File: config.mk
export PLATFORM = sky130hd
export DESIGN_NAME = mmu_regs
export DESIGN_NICKNAME = d
export VERILOG_FILES = /design/src/pdp_bus_pkg.sv /design/src/mmu_pkg.sv /design/src/mmu_regs.sv
export VERILOG_INCLUDE_DIRS = /design/src
export SDC_FILE = /design/constraint.sdc
export NUM_CORES = 1
export LEC_CHECK = 0
export BUFFER_PORTS_ARGS = -buffer_cell sky130_fd_sc_hd__buf_2
export CAP_MARGIN = 20
export CORE_MARGIN = 2
export CORE_UTILIZATION = 38
export DETAILED_ROUTE_END_ITERATION = 12
export PLACE_DENSITY = 0.79
export SYNTH_ARGS = -nofsm -noshare
export SYNTH_HDL_FRONTEND = slang
export SYNTH_SLANG_ARGS = --single-unit
export TNS_END_PERCENT = 20
File: constraint.sdc
create_clock -name sysclk -period 3.2 [get_ports sysclk]
set_input_delay 0.96 -clock sysclk [delete_from_list [all_inputs] [get_ports sysclk]]
set_output_delay 0.96 -clock sysclk [all_outputs]
set_load 0.05 [all_outputs]
File: src/pdp_config.svh
/*
 * PDP memory path configuration
 * page count, RAM size and the page register address map
 */

`ifndef PDP_CONFIG_SVH
`define PDP_CONFIG_SVH

// ----------------------------------------------------------------------
// sizes
// ----------------------------------------------------------------------

// one kernel set of pages, each 8 KB of virtual space
`define PDP_PAGES 8

// log2 of RAM depth in 16-bit words
`define PDP_RAM_ADDR_BITS 14

// ----------------------------------------------------------------------
// page register port addresses
// ----------------------------------------------------------------------

`define PDP_PXR_PDR_BASE 0
`define PDP_PXR_PAR_BASE 8
`define PDP_PXR_SR0 16

`endif
File: src/pdp_bus_pkg.sv
/*
 * PDP bus types
 * CPU virtual cycle and RAM physical cycle
 */

package pdp_bus_pkg;

   // 16-bit virtual address from the CPU
   typedef logic [15:0] vaddr_t;

   // 18-bit physical byte address
   typedef logic [17:0] paddr_t;

   typedef logic [15:0] word_t;

   // one CPU cycle request, rd and wr are one-cycle strobes
   typedef struct packed {
      vaddr_t va;
      word_t  data;
      logic   rd;
      logic   wr;
      logic   byte_op;
   } bus_req_t;

   // one RAM cycle, for byte writes the byte sits in data[7:0]
   typedef struct packed {
      paddr_t pa;
      word_t  data;
      logic   rd;
      logic   wr;
      logic   byte_op;
   } ram_req_t;

endpackage

File: src/mmu_pkg.sv
/*
 * MMU types
 * page registers, access control codes and per-page translation result
 */

package mmu_pkg;

   typedef logic [2:0] page_idx_t;

   // page base in 64-byte blocks
   typedef logic [11:0] par_t;

   // block within a page, also the length field
   typedef logic [6:0] block_t;

   // access control, unlisted codes act as not resident
   typedef enum logic [2:0] {
      acf_none = 3'd0,
      acf_ro   = 3'd2,
      acf_rw   = 3'd6
   } acf_t;

   // descriptor layout: plf [14:8], w [6], ed [3], acf [2:0]
   typedef struct packed {
      par_t   par;
      block_t plf;
      logic   ed;
      acf_t   acf;
      logic   w;
   } page_cfg_t;

   typedef struct packed {
      pdp_bus_pkg::paddr_t pa;
      logic                abort_nr;
      logic                abort_len;
      logic                abort_ro;
   } page_res_t;

   // broadcast write data for the page registers
   typedef struct packed {
      pdp_bus_pkg::word_t data;
      logic [1:0]         be;
   } pxr_wr_t;

endpackage

File: src/mmu_regs.sv
/*
 * MMU register decoder
 * per-page write strobes, SR0 with enable bit and abort capture
 */

`include "pdp_config.svh"

module mmu_regs
(
   input  logic                     sysclk,
   input  logic                     rst,
   input  logic                     pxr_wr,
   input  logic                     pxr_rd,
   input  logic [1:0]               pxr_be,
   input  logic [7:0]               pxr_addr,
   input  pdp_bus_pkg::word_t       pxr_data_in,
   input  logic                     abort,
   input  logic [2:0]               abort_cause,
   input  mmu_pkg::page_idx_t       abort_page,
   output logic [`PDP_PAGES-1:0]    pdr_wr,
   output logic [`PDP_PAGES-1:0]    par_wr,
   output mmu_pkg::pxr_wr_t         wr_data,
   output pdp_bus_pkg::word_t       sr0,
   output logic                     mmu_enable
);

   logic [7:0] pdr_off;
   logic [7:0] par_off;
   logic       pdr_hit;
   logic       par_hit;
   logic       sr0_hit;
   // set by the first abort, cleared by any SR0 write
   logic       frozen;

   assign pdr_off = pxr_addr - 8'(`PDP_PXR_PDR_BASE);
   assign par_off = pxr_addr - 8'(`PDP_PXR_PAR_BASE);
   assign pdr_hit = pdr_off < 8'(`PDP_PAGES);
   assign par_hit = par_off < 8'(`PDP_PAGES);
   assign sr0_hit = pxr_addr == 8'(`PDP_PXR_SR0);

   // the pages capture on the next edge
   assign pdr_wr = (pxr_wr && pdr_hit) ? `PDP_PAGES'(1) << pdr_off[2:0] : '0;
   assign par_wr = (pxr_wr && par_hit) ? `PDP_PAGES'(1) << par_off[2:0] : '0;
   assign wr_data.data = pxr_data_in;
   assign wr_data.be = pxr_be;

   assign mmu_enable = sr0[0];

   always_ff @(posedge sysclk)
   begin
      if (rst)
      begin
         sr0 <= '0;
         frozen <= 1'b0;
      end
      else if (pxr_wr && sr0_hit)
      begin
         if (pxr_be[0])
            sr0[7:0] <= pxr_data_in[7:0];
         if (pxr_be[1])
            sr0[15:8] <= pxr_data_in[15:8];
         frozen <= 1'b0;
      end
      else if (abort && !frozen)
      begin
         // cause in 15:13 (nr, len, ro), page in 3:1
         sr0[15:13] <= abort_cause;
         sr0[3:1] <= abort_page;
         frozen <= 1'b1;
      end
   end

   // register port only ever addresses the page registers and SR0
   a_pxr_mapped: assert property (@(posedge sysclk) disable iff (rst)
      (pxr_wr || pxr_rd) |-> (pdr_hit || par_hit || sr0_hit));

endmodule

==> flow_metrics.env <==
export IMPL_status="finished clean"
export IMPL_async_flop_share_pct=0
export IMPL_total_power_mw=0.478
export IMPL_cp_top_family="simple AND/OR/NAND/NOR gates"
export IMPL_tns_ns=0
export IMPL_synth_flop_cell="dfxtp_1"
export IMPL_critPathMaxFanout=4
export IMPL_nFillCells=271
export IMPL_io_buffers=86
export IMPL_synthCells=123
export IMPL_max_freq_mhz=317
export IMPL_power_density_nw_per_um2=317
export IMPL_start_kind="input port"
export IMPL_initial_core_util_pct=39.3
export IMPL_ys_warn_count=0
export IMPL_grt_usage_pct=16.0
export IMPL_synth_edf_count=0
export IMPL_root_buffer="clkbuf_4"
export IMPL_drt_iter0_drc=31
export IMPL_routed_wl_um=2690
export IMPL_netlist_area_um2=1060
export IMPL_max_slew_margin_pct=63.3
export IMPL_antenna_cells=0
export IMPL_critical_path_class="input port to primary output"
export IMPL_cts_sinks=17
export IMPL_slew_violations=0
export IMPL_dieArea_um2=3220
export IMPL_cap_violations=0
export IMPL_vias=1098
export IMPL_finalCritPeriodShare_pct=98.7
export IMPL_antenna_found_initial=0
export IMPL_final_common_cell="buf_2"
export IMPL_die_y_um=56.7
export IMPL_hpwl_um=2040
export IMPL_clockBufferDepth=2
export IMPL_clock_latency_ns=0.28
export IMPL_slowest_delay_ns=0.25
export IMPL_htree_levels=1
export IMPL_drc_errors=0
export IMPL_synth_nets=161
export IMPL_placed_area_um2=1400
export IMPL_cp_cell_sequence="buf_8 -> inv_4 -> ha_4 -> nand4b_1 -> nor3_2 -> nand2b_1 -> nor3_2 -> buf_6"
export IMPL_die_width_um=56.7
export IMPL_first_global_vias=978
export IMPL_critPathCaptureType="primary output"
export IMPL_synth_yosys_seq_area_share_pct=32.2
export IMPL_drive_gt1_share_pct=54.5
export IMPL_overflow=0
export IMPL_vias_per_cell=4.95
export IMPL_final_hold_viol_count=0
export IMPL_hold_ws_ns=0.508
export IMPL_cts_buffers=3
export IMPL_area_growth_pct=42.9
export IMPL_layout_min_cycle_time_ns=3.16
export IMPL_rsz0062_at_grt="true"
export IMPL_cp_num_buf_inv=3
export IMPL_cp_data_arrival_time_ns=2.20
export IMPL_utilization_pct=56.2
export IMPL_design_area_um2=1510
export IMPL_coreArea_um2=2690
export IMPL_hold_path_class="flop to flop"
export IMPL_cts_tree="built"
export IMPL_drt_first_pass_iters=4
export IMPL_place_gp_congestion=0.740
export IMPL_postCtsSetupBuffers=0
export IMPL_leakage_nw=0.714
export IMPL_grt_pass1_wl_um=4100
export IMPL_ys_types=28
export IMPL_setup_viol=0
export IMPL_crit_path_frequent_cell="nor3_2"
export IMPL_io_pins=88
export IMPL_worstMarginPinSlew_ns=0.551
export IMPL_peakVddDrop_mv=0.246
export IMPL_synth_seq_cells=17
export IMPL_crit_path_top_delay_cell="ha_4"
export IMPL_required_ns=2.24
export IMPL_wl_per_cell_um=12.1
export IMPL_fin_skew_ns=0.00489
export IMPL_rows=19
export IMPL_nNetsFinal=230
export IMPL_synth_area_per_cell_um2=8.59
export IMPL_ant_nets=0
export IMPL_clkTransAtPathRegs_ns=0.09
export IMPL_layout_common_cells="buf_2 (76), nor2_1 (22), dfxtp_1 (17)"
export IMPL_grt_max_degree=18
## where the power goes
group / internal (mW) / switching (mW) / leakage (nW)
registers: 0.217 / 0.00198 / 0.138
clock network: 0.0483 / 0.0626 / 0.0150
logic: 0.0467 / 0.101 / 0.561
total: 0.312 / 0.166 / 0.714
## metal layers
layer	global-route usage [%]	up-vias	wire length [um]	part of all wire, %
met5	0	-	0	0
met2	26.7	68	1310	49
met1	19.7	482	1080	40
met4	7.14	0	16	0.60
met3	3.00	2	283	11
li1	-	546	-	-
## kinds of logic after synthesis
family          synth area share (%)
simple gates                    28.1
buf+inv                         18.0
flops                           32.2
compound gates                  10.2
mux                             9.48
xor+xnor                       0.830
fa+ha+maj                       1.18
## tightest hold or removal path: cells and delay by family, from the launching register on
family        cells  cell delay [ns]
flops             1             0.34
mux               1             0.07
simple gates      1             0.07
## state kept, by name (all words and copies together), names as in the netlist
register and count:
sr0 16, frozen 1
## what timing repair did
item | CTS | global route
hold endpoints to repair | 0 | 0
setup endpoints to repair | 0 | 8
hold buffers | 0 | 0
resized for setup | 0 | 35
## cell usage after synthesis (3+ instances only)
master | count | area [um^2]
nor3_1 | 8 | 40.0
a22oi_1 | 6 | 45.0
nand2b_1 | 4 | 25.0
a21oi_1 | 6 | 30.0
nor2_1 | 22 | 82.6
mux2i_1 | 10 | 100
nand2_1 | 3 | 11.3
or3b_1 | 5 | 43.8
buf_4 | 19 | 143
dfxtp_1 | 17 | 340
## cell type report
class	instances	area, um^2	area share, %
multi-input combinational	79	568	37.6
inverter	2	12.5	0.829
sequential	17	340	22.6
clock buffer	4	26.3	1.74
timing repair buffer	89	523	34.7
tap	31	38.8	2.57
## final timing paths
check / start / endpoint / slack, ns / cells past startpoint
max: pxr_addr[3] / par_wr[0] / 0.04 / 8
max reg2reg: frozen / sr0[14] / 1.89 / 4
min: sr0[9] / sr0[9] / 0.51 / 2
min reg2reg: sr0[9] / sr0[9] / 0.51 / 2
## through the flow
| stage | instances | worst slack [ns] |
|---|---|---|
| 2_1_floorplan | 123 | -0.198 |
| 5_1_grt | 222 | -0.0902 |
| 3_5_place_dp | 218 | 0.00368 |
| 4_1_cts | 222 | 0.00193 |
| 3_3_place_gp | 218 | 0.00112 |
| 6_report | 222 | 0.0420 |
No activity file was read; power rests on OpenSTA's default activity.
