<file path="config.mk">
export PLATFORM = sky130hd
export DESIGN_NAME = mmu_translate
export DESIGN_NICKNAME = d
export VERILOG_FILES = /design/src/pdp_bus_pkg.sv /design/src/mmu_pkg.sv /design/src/mmu_translate.sv
export VERILOG_INCLUDE_DIRS = /design/src
export SDC_FILE = /design/constraint.sdc
export NUM_CORES = 1
export LEC_CHECK = 0
export ABC_CLOCK_PERIOD_IN_PS = 5800
export BUFFER_PORTS_ARGS = -buffer_cell sky130_fd_sc_hd__buf_4
export CAP_MARGIN = 5
export CORE_AREA = 2 2 190 192
export DETAILED_ROUTE_END_ITERATION = 10
export DIE_AREA = 0 0 192 194
export GPL_ROUTABILITY_DRIVEN = 0
export PLACE_DENSITY_LB_ADDON = 0.12
export SLEW_MARGIN = 20
export SYNTH_ARGS = -nofsm -noshare
export SYNTH_HDL_FRONTEND = slang
export SYNTH_SLANG_ARGS = --single-unit
</file>
<file path="constraint.sdc">
create_clock -name sysclk -period 5.8 [get_ports sysclk]
set_input_delay 0.58 -clock sysclk [delete_from_list [all_inputs] [get_ports sysclk]]
set_output_delay 0.58 -clock sysclk [all_outputs]
set_load 0.01 [all_outputs]
</file>
<file path="src/pdp_config.svh">
/*
 * PDP memory path configuration
 * page count, RAM size and the page register address map
 */

`ifndef PDP_CONFIG_SVH
`define PDP_CONFIG_SVH

// ----------------------------------------------------------------------
// sizes
// ----------------------------------------------------------------------

// one kernel set of pages, each 8 KB of virtual space
`define PDP_PAGES 8

// log2 of RAM depth in 16-bit words
`define PDP_RAM_ADDR_BITS 14

// ----------------------------------------------------------------------
// page register port addresses
// ----------------------------------------------------------------------

`define PDP_PXR_PDR_BASE 0
`define PDP_PXR_PAR_BASE 8
`define PDP_PXR_SR0 16

`endif
</file>
<file path="src/pdp_bus_pkg.sv">
/*
 * PDP bus types
 * CPU virtual cycle and RAM physical cycle
 */

package pdp_bus_pkg;

   // 16-bit virtual address from the CPU
   typedef logic [15:0] vaddr_t;

   // 18-bit physical byte address
   typedef logic [17:0] paddr_t;

   typedef logic [15:0] word_t;

   // one CPU cycle request, rd and wr are one-cycle strobes
   typedef struct packed {
      vaddr_t va;
      word_t  data;
      logic   rd;
      logic   wr;
      logic   byte_op;
   } bus_req_t;

   // one RAM cycle, for byte writes the byte sits in data[7:0]
   typedef struct packed {
      paddr_t pa;
      word_t  data;
      logic   rd;
      logic   wr;
      logic   byte_op;
   } ram_req_t;

endpackage

</file>
<file path="src/mmu_pkg.sv">
/*
 * MMU types
 * page registers, access control codes and per-page translation result
 */

package mmu_pkg;

   typedef logic [2:0] page_idx_t;

   // page base in 64-byte blocks
   typedef logic [11:0] par_t;

   // block within a page, also the length field
   typedef logic [6:0] block_t;

   // access control, unlisted codes act as not resident
   typedef enum logic [2:0] {
      acf_none = 3'd0,
      acf_ro   = 3'd2,
      acf_rw   = 3'd6
   } acf_t;

   // descriptor layout: plf [14:8], w [6], ed [3], acf [2:0]
   typedef struct packed {
      par_t   par;
      block_t plf;
      logic   ed;
      acf_t   acf;
      logic   w;
   } page_cfg_t;

   typedef struct packed {
      pdp_bus_pkg::paddr_t pa;
      logic                abort_nr;
      logic                abort_len;
      logic                abort_ro;
   } page_res_t;

   // broadcast write data for the page registers
   typedef struct packed {
      pdp_bus_pkg::word_t data;
      logic [1:0]         be;
   } pxr_wr_t;

endpackage

</file>
<file path="src/mmu_translate.sv">
/*
 * MMU translator
 * page select, RAM cycle gating, abort report and register readback
 */

`include "pdp_config.svh"

module mmu_translate
(
   input  logic                     sysclk,
   input  logic                     rst,
   input  pdp_bus_pkg::bus_req_t    req,
   input  logic                     mmu_enable,
   input  mmu_pkg::page_cfg_t       cfgs [`PDP_PAGES],
   input  mmu_pkg::page_res_t       results [`PDP_PAGES],
   input  pdp_bus_pkg::word_t       sr0,
   input  logic                     pxr_rd,
   input  logic [7:0]               pxr_addr,
   output pdp_bus_pkg::ram_req_t    ram_req,
   output logic [`PDP_PAGES-1:0]    set_w,
   output logic                     abort,
   output logic [2:0]               abort_cause,
   output mmu_pkg::page_idx_t       abort_page,
   output logic                     bus_error,
   output pdp_bus_pkg::word_t       pxr_data_out
);

   import pdp_bus_pkg::*;
   import mmu_pkg::*;

   page_idx_t  page;
   page_res_t  sel;
   logic [2:0] cause;
   logic [7:0] pdr_off;
   logic [7:0] par_off;
   page_cfg_t  rd_cfg;
   word_t      rd_data;

   // ----------------------------------------------------------------------
   // translation path
   // ----------------------------------------------------------------------

   assign page = req.va[15:13];
   assign sel = results[page];
   assign cause = {sel.abort_nr, sel.abort_len, sel.abort_ro};
   assign abort = (req.rd || req.wr) && mmu_enable && (|cause);
   assign abort_cause = cause;
   assign abort_page = page;

   always_comb
   begin
      if (mmu_enable)
         ram_req.pa = sel.pa;
      else if (page == 3'd7)
         ram_req.pa = {2'b11, req.va};   // I/O page at top of memory
      else
         ram_req.pa = {2'b00, req.va};
      ram_req.data = req.data;
      ram_req.rd = req.rd && !abort;
      ram_req.wr = req.wr && !abort;
      ram_req.byte_op = req.byte_op;
   end

   always_comb
   begin
      set_w = '0;
      if (mmu_enable && req.wr && !abort)
         set_w[page] = 1'b1;
   end

   always_ff @(posedge sysclk)
   begin
      if (rst)
         bus_error <= 1'b0;
      else
         bus_error <= abort;
   end

   // ----------------------------------------------------------------------
   // register readback
   // ----------------------------------------------------------------------

   assign pdr_off = pxr_addr - 8'(`PDP_PXR_PDR_BASE);
   assign par_off = pxr_addr - 8'(`PDP_PXR_PAR_BASE);

   always_comb
   begin
      rd_data = '0;
      rd_cfg = cfgs[page_idx_t'(pdr_off)];
      if (pdr_off < 8'(`PDP_PAGES))
         rd_data = {1'b0, rd_cfg.plf, 1'b0, rd_cfg.w, 2'b00, rd_cfg.ed, rd_cfg.acf};
      else if (par_off < 8'(`PDP_PAGES))
         rd_data = {4'h0, cfgs[page_idx_t'(par_off)].par};
      else if (pxr_addr == 8'(`PDP_PXR_SR0))
         rd_data = sr0;
   end

   // held until the next read
   always_ff @(posedge sysclk)
   begin
      if (pxr_rd)
         pxr_data_out <= rd_data;
   end

   a_one_strobe: assert property (@(posedge sysclk) disable iff (rst)
      !(req.rd && req.wr));

   // mapped RAM writes only reach read/write pages
   a_mapped_wr: assert property (@(posedge sysclk) disable iff (rst)
      (ram_req.wr && mmu_enable) |-> (cfgs[page].acf == acf_rw));

endmodule

</file>
==> results_dict.tcl <==
set metrics [dict create \
    wl_um 26400 \
    maxCapViolCount 0 \
    min-delay-start "sr0[4]" \
    place_hpwl_um 22300 \
    swShare_pct 32.1 \
    layout.nets 1232 \
    stdcell_count 1268 \
    grt_max_degree 64 \
    report.final.slew_viol_count 0 \
    drc_errors 0 \
    vdd_drop_max_v 0.0000797 \
    syn_area_um2 4180 \
    placed_cells 1264 \
    syn_nets 836 \
    synth-edff-count 16 \
    syn_to_final_growth_pct 89.4 \
    antenna-diode-count 0 \
    dieArea_um2 37200 \
    die_h_um 194 \
    grt_pass1_wl_um 36800 \
    p_seq_share_pct 17.4 \
    drive_above_1_share_pct 69.0 \
    overflow 0 \
    endpoint_kind "output port" \
    post-cts-setup-buffer-count 0 \
    track_usage_pct 13.2 \
    layout_commonest_cell "buf_4" \
    antenna_left 0 \
    critPathArrivalTime_ps 3100 \
    start_util_pct 11.9 \
    p_leak_uw 0.00350 \
    io_buffers 457 \
    ys.flop_type "edfxtp_1" \
    final_cell_mix "buf_4 (457), mux4_2 (59), mux2i_1 (44), mux2_2 (24), nor2_1 (22)" \
    clk_pin_slew_worst_paths_ps 60 \
    holdPathEnd "pxr_data_out[4]$_SDFFCE_PP0P_" \
    cts_resized 0 \
    hold_violations 0 \
    setup_viol 0 \
    fill_cells 3926 \
    grt_pass1_vias 5910 \
    route.vias.total 5255 \
    critical_path.max_fanout 63 \
    chipWidth_um 192 \
    period_share_pct 63.5 \
    synth.area.top_cells "mux4_2 (32%), edfxtp_1 (12%), mux2i_1 (11%), mux2_2 (6.5%), buf_4 (3.6%)" \
    max_freq_ghz 0.271 \
    worstMarginPinSlew_ps 905 \
    cts_made_buffers 3 \
    final_util_pct 22.5 \
    synthCells 412 \
    syn_area_per_cell_um2 10.1 \
    rsz0062_at_grt "false" \
    min_period_ps 3680 \
    relSlewSlack_pct 39.7 \
    synth_top_area_share_pct 31.8 \
    status "completed" \
    synth_area_leader_cell "mux4_2" \
    p_int_uw 565 \
    core_area_um2 35200 \
    synth_warnings 0 \
    drt_iter0_drc 82 \
    wl_per_cell_um 20.8 \
    synth_cell_type_count 54 \
    cts_hold_buf 0 \
    worstPathRequired_ps 5220 \
    pwr-share-comb_pct 64.6 \
    first_pass_iters 4 \
    async_flop_share_pct 0 \
    cts_sinks 17 \
    regArea_um2 500 \
    root_buffer "clkbuf_16" \
    setup-tns-final_ps 0 \
    holdCritPathClass "in2reg" \
    ios 492 \
    rows 69 \
    worstHoldPathCells 3 \
    power.switching_uw 267 \
    pwr_density_cell_nw_per_um2 105 \
    startpoint_type "primary input" \
    clockBufferDepth 2 \
    seq_area_frac_synth_pct 12.0 \
    cts_tree "yes" \
    multi_input_comb_area_um2 3310 \
    htree_num_levels 1 \
    p_clk_share_pct 18.0 \
    antenna_found_initial 0 \
    worst-setup-path-type "in2out" \
    ys_ff_latch 17 \
    vias_per_cell 4.14 \
]
-- cells in the mapped netlist (2+ instances only) --
cell / number
a2111oi_0: 2
a211oi_1: 3
a21oi_1: 21
a221oi_1: 7
a22o_1: 2
a22oi_1: 10
a32oi_1: 3
and3_1: 5
buf_1: 8
buf_2: 11
buf_4: 20
buf_6: 3
clkbuf_1: 24
edfxtp_1: 16
inv_1: 4
mux2_2: 24
mux2i_1: 44
mux4_2: 59
nand2_1: 19
nand2b_1: 4
nand3_1: 9
nand3b_1: 4
nor2_1: 22
nor2b_1: 7
nor3_1: 7
nor4_1: 2
nor4_2: 4
nor4b_2: 3
o211ai_1: 3
o21ai_0: 19
o221a_2: 2
o221ai_1: 4
o22a_1: 5
o22ai_1: 6
o2bb2ai_1: 5
or2_2: 3
-- worst max path at each step --
stage	from	end	slack, ps	depth (start not counted)
global placement	req[33]	set_w[4]	2020	6
detailed placement	req[33]	set_w[1]	2000	6
CTS	req[33]	set_w[1]	2010	6
finish	req[33]	set_w[3]	2120	6
global route	req[33]	set_w[6]	1920	6
floorplan	req[33]	set_w[0]	2930	7
-- state kept, by name, indices dropped and copies added (netlist names) --
name and flops:
pxr_data_out 16, bus_error 1
-- critical path: stages --
cell and delay [ps]:
buf_4 620, mux2_2 430, or2_2 290, mux4_2 670, nor4_2 320, buf_4 170
-- power by group through the flow --
stage | clock, uW | sequential (uW) | combinational [uW]
4_1_cts | 156 | 145 | 552
5_1_grt | 156 | 145 | 584
6_report | 150 | 145 | 538
3_5_place_dp | 0 | 147 | 549
2_1_floorplan | 0 | 151 | 241
3_3_place_gp | 0 | 147 | 550
-- kinds of logic (layout without fill, tap and decap cells) --
family                     count (synthesis)  count (layout)  synth area share, %
AOI/OAI and AO/OA                         99              99                 16.5
xor gates and xnor gates                   1               1                0.210
adders and majority gates                  1               1                0.299
buffers and inverters                     70             465                 8.95
DFF                                       17              17                 12.0
muxes                                    128             128                 49.2
and+or+nand+nor                           96              96                 12.9
-- layer usage --
layer,global-route usage (%),part of all wire [%],vias up
li1,-,-,2459
met1,13.6,35,2465
met2,25.3,52,310
met3,4.13,11,21
met4,3.73,2.0,0
met5,0,0,-
-- per-stage QoR --
step / instance area [um^2] / power (uW) / setup slack (ps) / hold slack [ps]
2_1_floorplan: 4180 / 392 / 2930 / 692
3_3_place_gp: 7830 / 697 / 2020 / 863
3_5_place_dp: 7830 / 697 / 2000 / 870
4_1_cts: 7910 / 852 / 2010 / 593
5_1_grt: 7910 / 886 / 1920 / 613
6_report: 7910 / 832 / 2120 / 593
-- area by class of cell --
type	count	area share [%]
sequential	17	6.33
tap	461	7.29
multi-input combinational	325	41.8
clock buffer	4	0.996
inverter	4	0.190
timing repair buffer	457	43.4
Power figures use the tool's default switching activity.
