--- config.mk ---
export PLATFORM = sky130hd
export DESIGN_NAME = mmu_page
export DESIGN_NICKNAME = d
export VERILOG_FILES = /design/src/pdp_config.svh /design/src/pdp_bus_pkg.sv /design/src/mmu_pkg.sv /design/src/mmu_page.sv
export SDC_FILE = /design/constraint.sdc
export NUM_CORES = 1
export LEC_CHECK = 0
export BUFFER_PORTS_ARGS = -buffer_cell sky130_fd_sc_hd__buf_2
export CAP_MARGIN = 20
export CORE_ASPECT_RATIO = 0.6
export CORE_MARGIN = 8
export CORE_UTILIZATION = 43
export DETAILED_ROUTE_END_ITERATION = 8
export PLACE_DENSITY = 0.84
export SYNTH_ARGS = -nofsm -noshare
export SYNTH_HDL_FRONTEND = slang
export SYNTH_SLANG_ARGS = --single-unit
--- constraint.sdc ---
create_clock -name sysclk -period 2.1 [get_ports sysclk]
set_input_delay 0.105 -clock sysclk [delete_from_list [all_inputs] [get_ports sysclk]]
set_output_delay 0.105 -clock sysclk [all_outputs]
set_load 0.05 [all_outputs]
--- src/pdp_config.svh ---
/*
 * PDP memory path configuration
 * page count, RAM size and the page register address map
 */

`ifndef PDP_CONFIG_SVH
`define PDP_CONFIG_SVH

// ----------------------------------------------------------------------
// sizes
// ----------------------------------------------------------------------

// one kernel set of pages, each 8 KB of virtual space
`define PDP_PAGES 8

// log2 of RAM depth in 16-bit words
`define PDP_RAM_ADDR_BITS 14

// ----------------------------------------------------------------------
// page register port addresses
// ----------------------------------------------------------------------

`define PDP_PXR_PDR_BASE 0
`define PDP_PXR_PAR_BASE 8
`define PDP_PXR_SR0 16

`endif
--- src/pdp_bus_pkg.sv ---
/*
 * PDP bus types
 * CPU virtual cycle and RAM physical cycle
 */

package pdp_bus_pkg;

   // 16-bit virtual address from the CPU
   typedef logic [15:0] vaddr_t;

   // 18-bit physical byte address
   typedef logic [17:0] paddr_t;

   typedef logic [15:0] word_t;

   // one CPU cycle request, rd and wr are one-cycle strobes
   typedef struct packed {
      vaddr_t va;
      word_t  data;
      logic   rd;
      logic   wr;
      logic   byte_op;
   } bus_req_t;

   // one RAM cycle, for byte writes the byte sits in data[7:0]
   typedef struct packed {
      paddr_t pa;
      word_t  data;
      logic   rd;
      logic   wr;
      logic   byte_op;
   } ram_req_t;

endpackage

--- src/mmu_pkg.sv ---
/*
 * MMU types
 * page registers, access control codes and per-page translation result
 */

package mmu_pkg;

   typedef logic [2:0] page_idx_t;

   // page base in 64-byte blocks
   typedef logic [11:0] par_t;

   // block within a page, also the length field
   typedef logic [6:0] block_t;

   // access control, unlisted codes act as not resident
   typedef enum logic [2:0] {
      acf_none = 3'd0,
      acf_ro   = 3'd2,
      acf_rw   = 3'd6
   } acf_t;

   // descriptor layout: plf [14:8], w [6], ed [3], acf [2:0]
   typedef struct packed {
      par_t   par;
      block_t plf;
      logic   ed;
      acf_t   acf;
      logic   w;
   } page_cfg_t;

   typedef struct packed {
      pdp_bus_pkg::paddr_t pa;
      logic                abort_nr;
      logic                abort_len;
      logic                abort_ro;
   } page_res_t;

   // broadcast write data for the page registers
   typedef struct packed {
      pdp_bus_pkg::word_t data;
      logic [1:0]         be;
   } pxr_wr_t;

endpackage

--- src/mmu_page.sv ---
/*
 * MMU page unit
 * one page's address and descriptor registers, relocation and checks
 */

module mmu_page
(
   input  logic                 sysclk,
   input  logic                 rst,
   input  logic                 pdr_wr,
   input  logic                 par_wr,
   input  mmu_pkg::pxr_wr_t     wr_data,
   input  logic                 set_w,
   input  pdp_bus_pkg::vaddr_t  va,
   input  logic                 wr,
   output mmu_pkg::page_cfg_t   cfg,
   output mmu_pkg::page_res_t   res
);

   import pdp_bus_pkg::*;
   import mmu_pkg::*;

   block_t blk;
   paddr_t base;
   paddr_t offset;

   // ----------------------------------------------------------------------
   // page registers
   // ----------------------------------------------------------------------

   always_ff @(posedge sysclk)
   begin
      if (rst)
      begin
         cfg.par <= '0;
         cfg.plf <= '0;
         cfg.ed <= 1'b0;
         cfg.acf <= acf_none;
         cfg.w <= 1'b0;
      end
      else
      begin
         if (par_wr && wr_data.be[0])
            cfg.par[7:0] <= wr_data.data[7:0];
         if (par_wr && wr_data.be[1])
            cfg.par[11:8] <= wr_data.data[11:8];

         if (pdr_wr && wr_data.be[0])
         begin
            cfg.ed <= wr_data.data[3];
            cfg.acf <= acf_t'(wr_data.data[2:0]);
         end
         if (pdr_wr && wr_data.be[1])
            cfg.plf <= wr_data.data[14:8];

         // descriptor write wins over a same-cycle set
         if (pdr_wr)
            cfg.w <= 1'b0;
         else if (set_w)
            cfg.w <= 1'b1;
      end
   end

   // ----------------------------------------------------------------------
   // translation of the current address
   // ----------------------------------------------------------------------

   assign blk = va[12:6];
   assign base = {cfg.par, 6'b000000};
   assign offset = {5'b00000, va[12:0]};

   always_comb
   begin
      res.pa = base + offset;
      res.abort_nr = !(cfg.acf == acf_ro || cfg.acf == acf_rw);
      // expand-down pages keep blocks at or above plf
      res.abort_len = cfg.ed ? (blk < cfg.plf) : (blk > cfg.plf);
      res.abort_ro = wr && (cfg.acf == acf_ro);
   end

endmodule

==> impl_metrics.json, run 1 <==
{
  "post_synth_num_cell_types": 30,
  "cts-htree-levels": 1,
  "power.internal_mw": 0.887,
  "cts_sinks": 24,
  "std_cell_rows": 16,
  "num_antenna_cells": 0,
  "finalWeightedCongestion": 0.800,
  "setup_violations": 2,
  "grt_pass1_vias": 1499,
  "port_buffers": 68,
  "timing.final.crit_share_pct": 101,
  "viasPerCell": 5.21,
  "power_density_mw_per_mm2": 653,
  "clk_latency_ns": 0.27,
  "drt-initial-drc-count": 81,
  "clkPwrFrac_pct": 29.3,
  "numCtsBuffers": 3,
  "synthesis.nets": 238,
  "relSlewSlack_pct": 70.6,
  "finalHoldViolCount": 0,
  "antenna_found_initial": 0,
  "cts.path.max_buffers": 2,
  "ir_worst_vdd_mv": 0.471,
  "die_area_sq_mm": 0.00558,
  "grt.total_usage_pct": 15.7,
  "synth_warnings": 0,
  "p_sw_mw": 0.504,
  "wirelength_um": 4560,
  "fill_cells": 282,
  "worst_slew_pin_slew_ns": 0.441,
  "io_pins": 85,
  "firstDrtPassIters": 4,
  "floorplan.initialDensity_pct": 45.0,
  "largest_register_ffs": 24,
  "vias": 1520,
  "globalRouteOverflowTotal": 0,
  "cap_violations": 0,
  "async_flop_share_pct": 0,
  "core_sq_mm": 0.00324,
  "netSwitchingFraction_pct": 36.2,
  "fmax_mhz": 471,
  "synth_edf_count": 0,
  "worst_ep_arrival_time_ns": 2.02,
  "drive_gt1_share_pct": 44.9,
  "grt_max_degree": 25,
  "syn_avg_cell_area_sq_um": 7.98,
  "worst_hold_slack_ns": 0.0707,
  "cp-start-kind": "flip-flop",
  "critical_path_class": "flip-flop to output pin",
  "biggestRegsByFlops": "cfg x24",
  "die-width_um": 91.2,
  "place_ws_ns": 0.0147,
  "top_register": "cfg",
  "crit_path_end_kind": "output pin",
  "areaGrowthSynthToFinish_pct": 45.8,
  "root_buffer": "clkbuf_8",
  "postCtsHoldBufs": 0,
  "cp_max_fo": 4,
  "clkSlewWorstSetupHoldPaths_ns": 0.09,
  "skew_ns": 0,
  "ys_ff_latch": 24,
  "period_needed_ns": 2.12,
  "grt_pass1_wl_um": 7130,
  "critPathRequiredTime_ns": 2.00,
  "dp_hpwl_um": 3490,
  "status": "complete, but fails checks",
  "synthesis.area_sq_mm": 0.00146,
  "die_h_um": 61.1,
  "leakagePower_nw": 0.975,
  "hp-class": "input port to flip-flop",
  "maxSlewViolCount": 0,
  "drc": 0,
  "ys_seq_area_share_pct": 32.9,
  "postSynthCellCount": 183,
  "p_comb_share_pct": 34.8,
  "final_antenna_net_count": 0,
  "worst_slack_ns": -0.0249,
  "cts_tree": "yes",
  "wire_per_inst_um": 15.6,
  "nets": 303,
  "synth_flop_cell": "dfxtp_1",
  "violations": "setup timing",
  "sequentialPowerShare_pct": 35.9,
  "rsz0062_at_grt": "true"
}
==> worst max-delay path: stages, from the launching register on <==
cell and delay [ns]:
dfxtp_2 0.34, ha_4 0.16, fa_2 0.36, a21oi_4 0.18, o221ai_4 0.17, o2111ai_2 0.18
a21boi_4 0.19, buf_6 0.17
==> logic make-up after synthesis <==
logic type                 after synthesis  share of synthesized area, %
and+or+nand+nor                         67                          21.1
AOI/OAI and AO/OA                       43                          18.5
buffers and inverters                   24                          8.05
DFF                                     24                          32.9
adders and majority gates               15                          13.4
xor gates and xnor gates                 9                          5.40
muxes                                    1                         0.686
==> path summary, 6_finish.rpt <==
path                   startpoint                   end  slack (ns)  depth (start not counted)
max          cfg[12]$_SDFFE_PP0P_               res[17]       -0.02                          7
min                   wr_data[15]  cfg[10]$_SDFFE_PP0P_        0.07                          3
max reg2reg  cfg[19]$_SDFFE_PP0P_  cfg[19]$_SDFFE_PP0P_        1.32                          2
min reg2reg   cfg[7]$_SDFFE_PP0P_   cfg[7]$_SDFFE_PP0P_        0.47                          2
==> stage by stage <==
step / area (sq um) / cells / TNS, ns / total power, mW / utilization, %
final: 2130 / 292 / -0.0281 / 1.39 / 65.6
after global routing: 2130 / 292 / -0.171 / 1.45 / 65.6
after CTS: 2060 / 291 / -0.177 / 1.38 / 63.4
after detailed placement: 1860 / 284 / 0 / 0.941 / 57.3
after global placement: 1860 / 284 / 0 / 0.933 / 57.3
after floorplan: 1540 / 183 / -0.0388 / 0.859 / -
==> per-layer routing <==
metal / track usage [%] / wire length [um]
met5: 0 / 0
met4: 2.77 / 54
met3: 6.81 / 444
met2: 25.2 / 1950
met1: 19.5 / 2110
==> area by class of cell <==
class | instances | area, sq um | area share, %
Multi-Input combinational cell | 135 | 1060 | 49.9
Sequential cell | 24 | 490 | 23.0
Timing Repair Buffer | 72 | 404 | 19.0
Tap cell | 45 | 56.3 | 2.65
Inverter | 12 | 45.0 | 2.12
Clock buffer | 3 | 41.3 | 1.94
Clock inverter | 1 | 30.0 | 1.41
==> cells in the final DEF (no fill, tap or decap), types with 2 or more instances in the layout <==
cell type   n
a21oi_1    27
a21oi_2     2
buf_2      62
buf_4       5
buf_6       5
clkbuf_8    3
dfxtp_1    16
dfxtp_2     8
ha_1        8
ha_4        6
inv_1      12
nand2_1    30
nand3_1    25
nand4_1     3
nor2_1      2
o211ai_1    2
o211ai_2    2
o21ai_0     3
xnor2_1     2
xnor2_2     5
==> synth_stat cells (2+ instances only) <==
cell type / count / area, sq um
clkbuf_1: 2 / 7.51
dfxtp_1: 24 / 480
a21oi_1: 28 / 140
inv_1: 12 / 45.0
buf_2: 4 / 20.0
xor2_1: 2 / 17.5
a21oi_2: 2 / 17.5
o211ai_2: 2 / 25.0
buf_4: 6 / 45.0
a211oi_1: 2 / 15.0
nand2_1: 30 / 113
xnor2_1: 7 / 61.3
o21ai_0: 3 / 15.0
o211ai_1: 2 / 15.0
nor3_1: 2 / 10.0
nand4_1: 3 / 18.8
nor2_1: 2 / 7.51
nand3_1: 25 / 125
ha_1: 14 / 175
==> power by group through the flow <==
stage	Sequential (mW)	Combinational, mW	Clock, mW
2_1_floorplan	0.577	0.282	0
3_3_place_gp	0.507	0.426	0
3_5_place_dp	0.507	0.433	0
4_1_cts	0.497	0.467	0.414
5_1_grt	0.502	0.515	0.432
6_report	0.499	0.484	0.407
==> timing repair <==
action | 4_1_cts | 5_1_grt
pin swaps | 9 | 10
setup buffers | 3 | 1
gates resized for setup | 21 | 11
endpoints found under the setup margin | 9 | 8
Note: power is estimated with default switching activity, not from simulation.
==> run 2: changes to the inputs <==
- PLACE_DENSITY: 0.84 -> 0.79
- RECOVER_POWER: default -> 50
==> run 2 against run 1 <==
  * The run now ends clean
  * Global-route usage decreased by 1.1 points
  * Register-to-register slack about the same
  * Worst hold slack improved by 0.021 ns
  * Fmax increased by 1.5%
==> impl_metrics.json, run 2 (synthesis gave the netlist of run 1 again) <==
{
  "status": "complete, no violations",
  "fin_util_pct": 64.0,
  "areaGrowthSynthToFinish_pct": 42.1,
  "core_sq_mm": 0.00324,
  "layout_commonest_cell": "buf_2",
  "netSwitchingFraction_pct": 38.6,
  "die-width_um": 91.2,
  "path_buf_inv": 1,
  "setup-tns-final_ns": 0,
  "final_cell_mix": "58 x buf_2, 30 x nand2_1, 26 x a21oi_1, 25 x nand3_1, 19 x dfxtp_1",
  "cp_max_fo": 4,
  "drive_gt1_share_pct": 41.7,
  "finalHoldViolCount": 0,
  "crit_path_top_delay_cell": "fa_2",
  "worst_slew_pin_slew_ns": 0.609,
  "ir_worst_vdd_mv": 0.531,
  "critPathRequiredTime_ns": 2.00,
  "highest_layer": "met4",
  "root_buffer": "clkbuf_8",
  "setup_violations": 0,
  "wirelength_um": 4180,
  "wire_per_inst_um": 14.3,
  "postCtsHoldBufs": 0,
  "critical_path_class": "flip-flop to output pin",
  "period_needed_ns": 2.09,
  "top_register": "cfg",
  "dp.cells": 286,
  "worst_ep_arrival_time_ns": 1.99,
  "relSlewSlack_pct": 59.4,
  "biggestRegsByFlops": "cfg x24",
  "largest_register_ffs": 24,
  "power_density_mw_per_mm2": 595,
  "grt_pass1_wl_um": 6560,
  "rsz0062_at_grt": "true",
  "io_pins": 85,
  "leakagePower_nw": 0.947,
  "power_mw": 1.24,
  "cts-htree-levels": 1,
  "met1_length_um": 2080,
  "grt_max_degree": 25,
  "skew_ns": 0,
  "finalWeightedCongestion": 0.763,
  "cts_sinks": 24,
  "grt_pass1_vias": 1409,
  "worst_hold_slack_ns": 0.0921,
  "firstDrtPassIters": 4,
  "drt-initial-drc-count": 69,
  "final_antenna_net_count": 0,
  "clkSlewWorstSetupHoldPaths_ns": 0.08,
  "cp-start-kind": "flip-flop",
  "die_area_sq_mm": 0.00558,
  "p_sw_mw": 0.476,
  "floorplan.initialDensity_pct": 45.0,
  "met2_length_um": 1760,
  "viasPerCell": 5.09,
  "port_buffers": 68,
  "die_h_um": 61.1,
  "power.internal_mw": 0.759,
  "antenna_found_initial": 0,
  "num_antenna_cells": 0,
  "wl_met3_um": 331,
  "nets": 304,
  "maxSlewViolCount": 0,
  "vias": 1487,
  "cts.path.max_buffers": 2,
  "std_cell_rows": 16,
  "drc": 0,
  "cap_violations": 0,
  "critPathTopFamily": "compound AO/OA/AOI/OAI gates",
  "sequentialPowerShare_pct": 40.4,
  "cp_cell_sequence": "ha_4, fa_2, a21oi_4, o221ai_4, o2111ai_1, a21boi_4, buf_6",
  "grt.total_usage_pct": 14.6,
  "cts_tree": "yes",
  "crit_path_end_kind": "output pin",
  "fmax_mhz": 478,
  "slowest_delay_ns": 0.37,
  "clk_latency_ns": 0.26,
  "p_comb_share_pct": 38.4,
  "dp_hpwl_um": 3410,
  "numCtsBuffers": 3,
  "hp-class": "input port to flip-flop",
  "globalRouteOverflowTotal": 0,
  "clkPwrFrac_pct": 21.2,
  "finalNonFillerCells": 292,
  "timing.final.crit_share_pct": 99.7
}
==> run 2: power groups by stage <==
stage               sequential (mW)  clock, mW  combinational (mW)
floorplan                     0.577          0               0.282
global placement              0.508          0               0.430
detailed placement            0.508          0               0.436
CTS                           0.497      0.265               0.451
global route                  0.502      0.289               0.508
finish                        0.499      0.262               0.474
==> run 2: per-layer routing <==
| layer | track usage (%) | vias to the layer above |
|---|---|---|
| met5 | 0 | - |
| met3 | 5.47 | 2 |
| met2 | 21.8 | 47 |
| met4 | 1.62 | 0 |
| met1 | 20.0 | 674 |
| li1 | - | 764 |
==> run 2: path summary, 6_finish.rpt <==
check	from	end	slack [ns]	depth (start not counted)
worst max-delay path	cfg[12]$_SDFFE_PP0P_	res[17]	0.007	7
worst min-delay path	wr_data[15]	cfg[10]$_SDFFE_PP0P_	0.09	3
worst max register to register	cfg[19]$_SDFFE_PP0P_	cfg[19]$_SDFFE_PP0P_	1.32	2
worst min register to register	cfg[1]$_SDFFE_PP0P_	cfg[1]$_SDFFE_PP0P_	0.47	2
==> run 2: timing repair <==
| item | CTS | global route |
|---|---|---|
| setup endpoints to repair | 8 | 7 |
| pin swaps | 6 | 7 |
| gates resized for setup | 11 | 17 |
| hold endpoints to repair | 0 | 0 |
| buffers inserted | 3 | 0 |
==> run 2: through the flow <==
step,worst slack (ns),area [sq um]
CTS,-0.0946,1980
global route,-0.0747,2070
floorplan,-0.0272,1540
finish,0.00658,2070
detailed placement,0.0308,1870
global placement,0.0599,1870
==> run 2: area by class of cell <==
class / count / area [sq um]
Fill cell: 295 / 1170
Multi-Input combinational cell: 135 / 1040
Sequential cell: 24 / 487
Timing Repair Buffer: 73 / 407
Tap cell: 45 / 56.3
Inverter: 12 / 45.0
Clock buffer: 3 / 41.3
==> run 2: worst min-delay path: cells and delay by family <==
family                 cells  cell delay (ns)
AO/OA/AOI/OAI              1             0.05
buffers and inverters      1             0.10
AND/OR/NAND/NOR            1             0.06
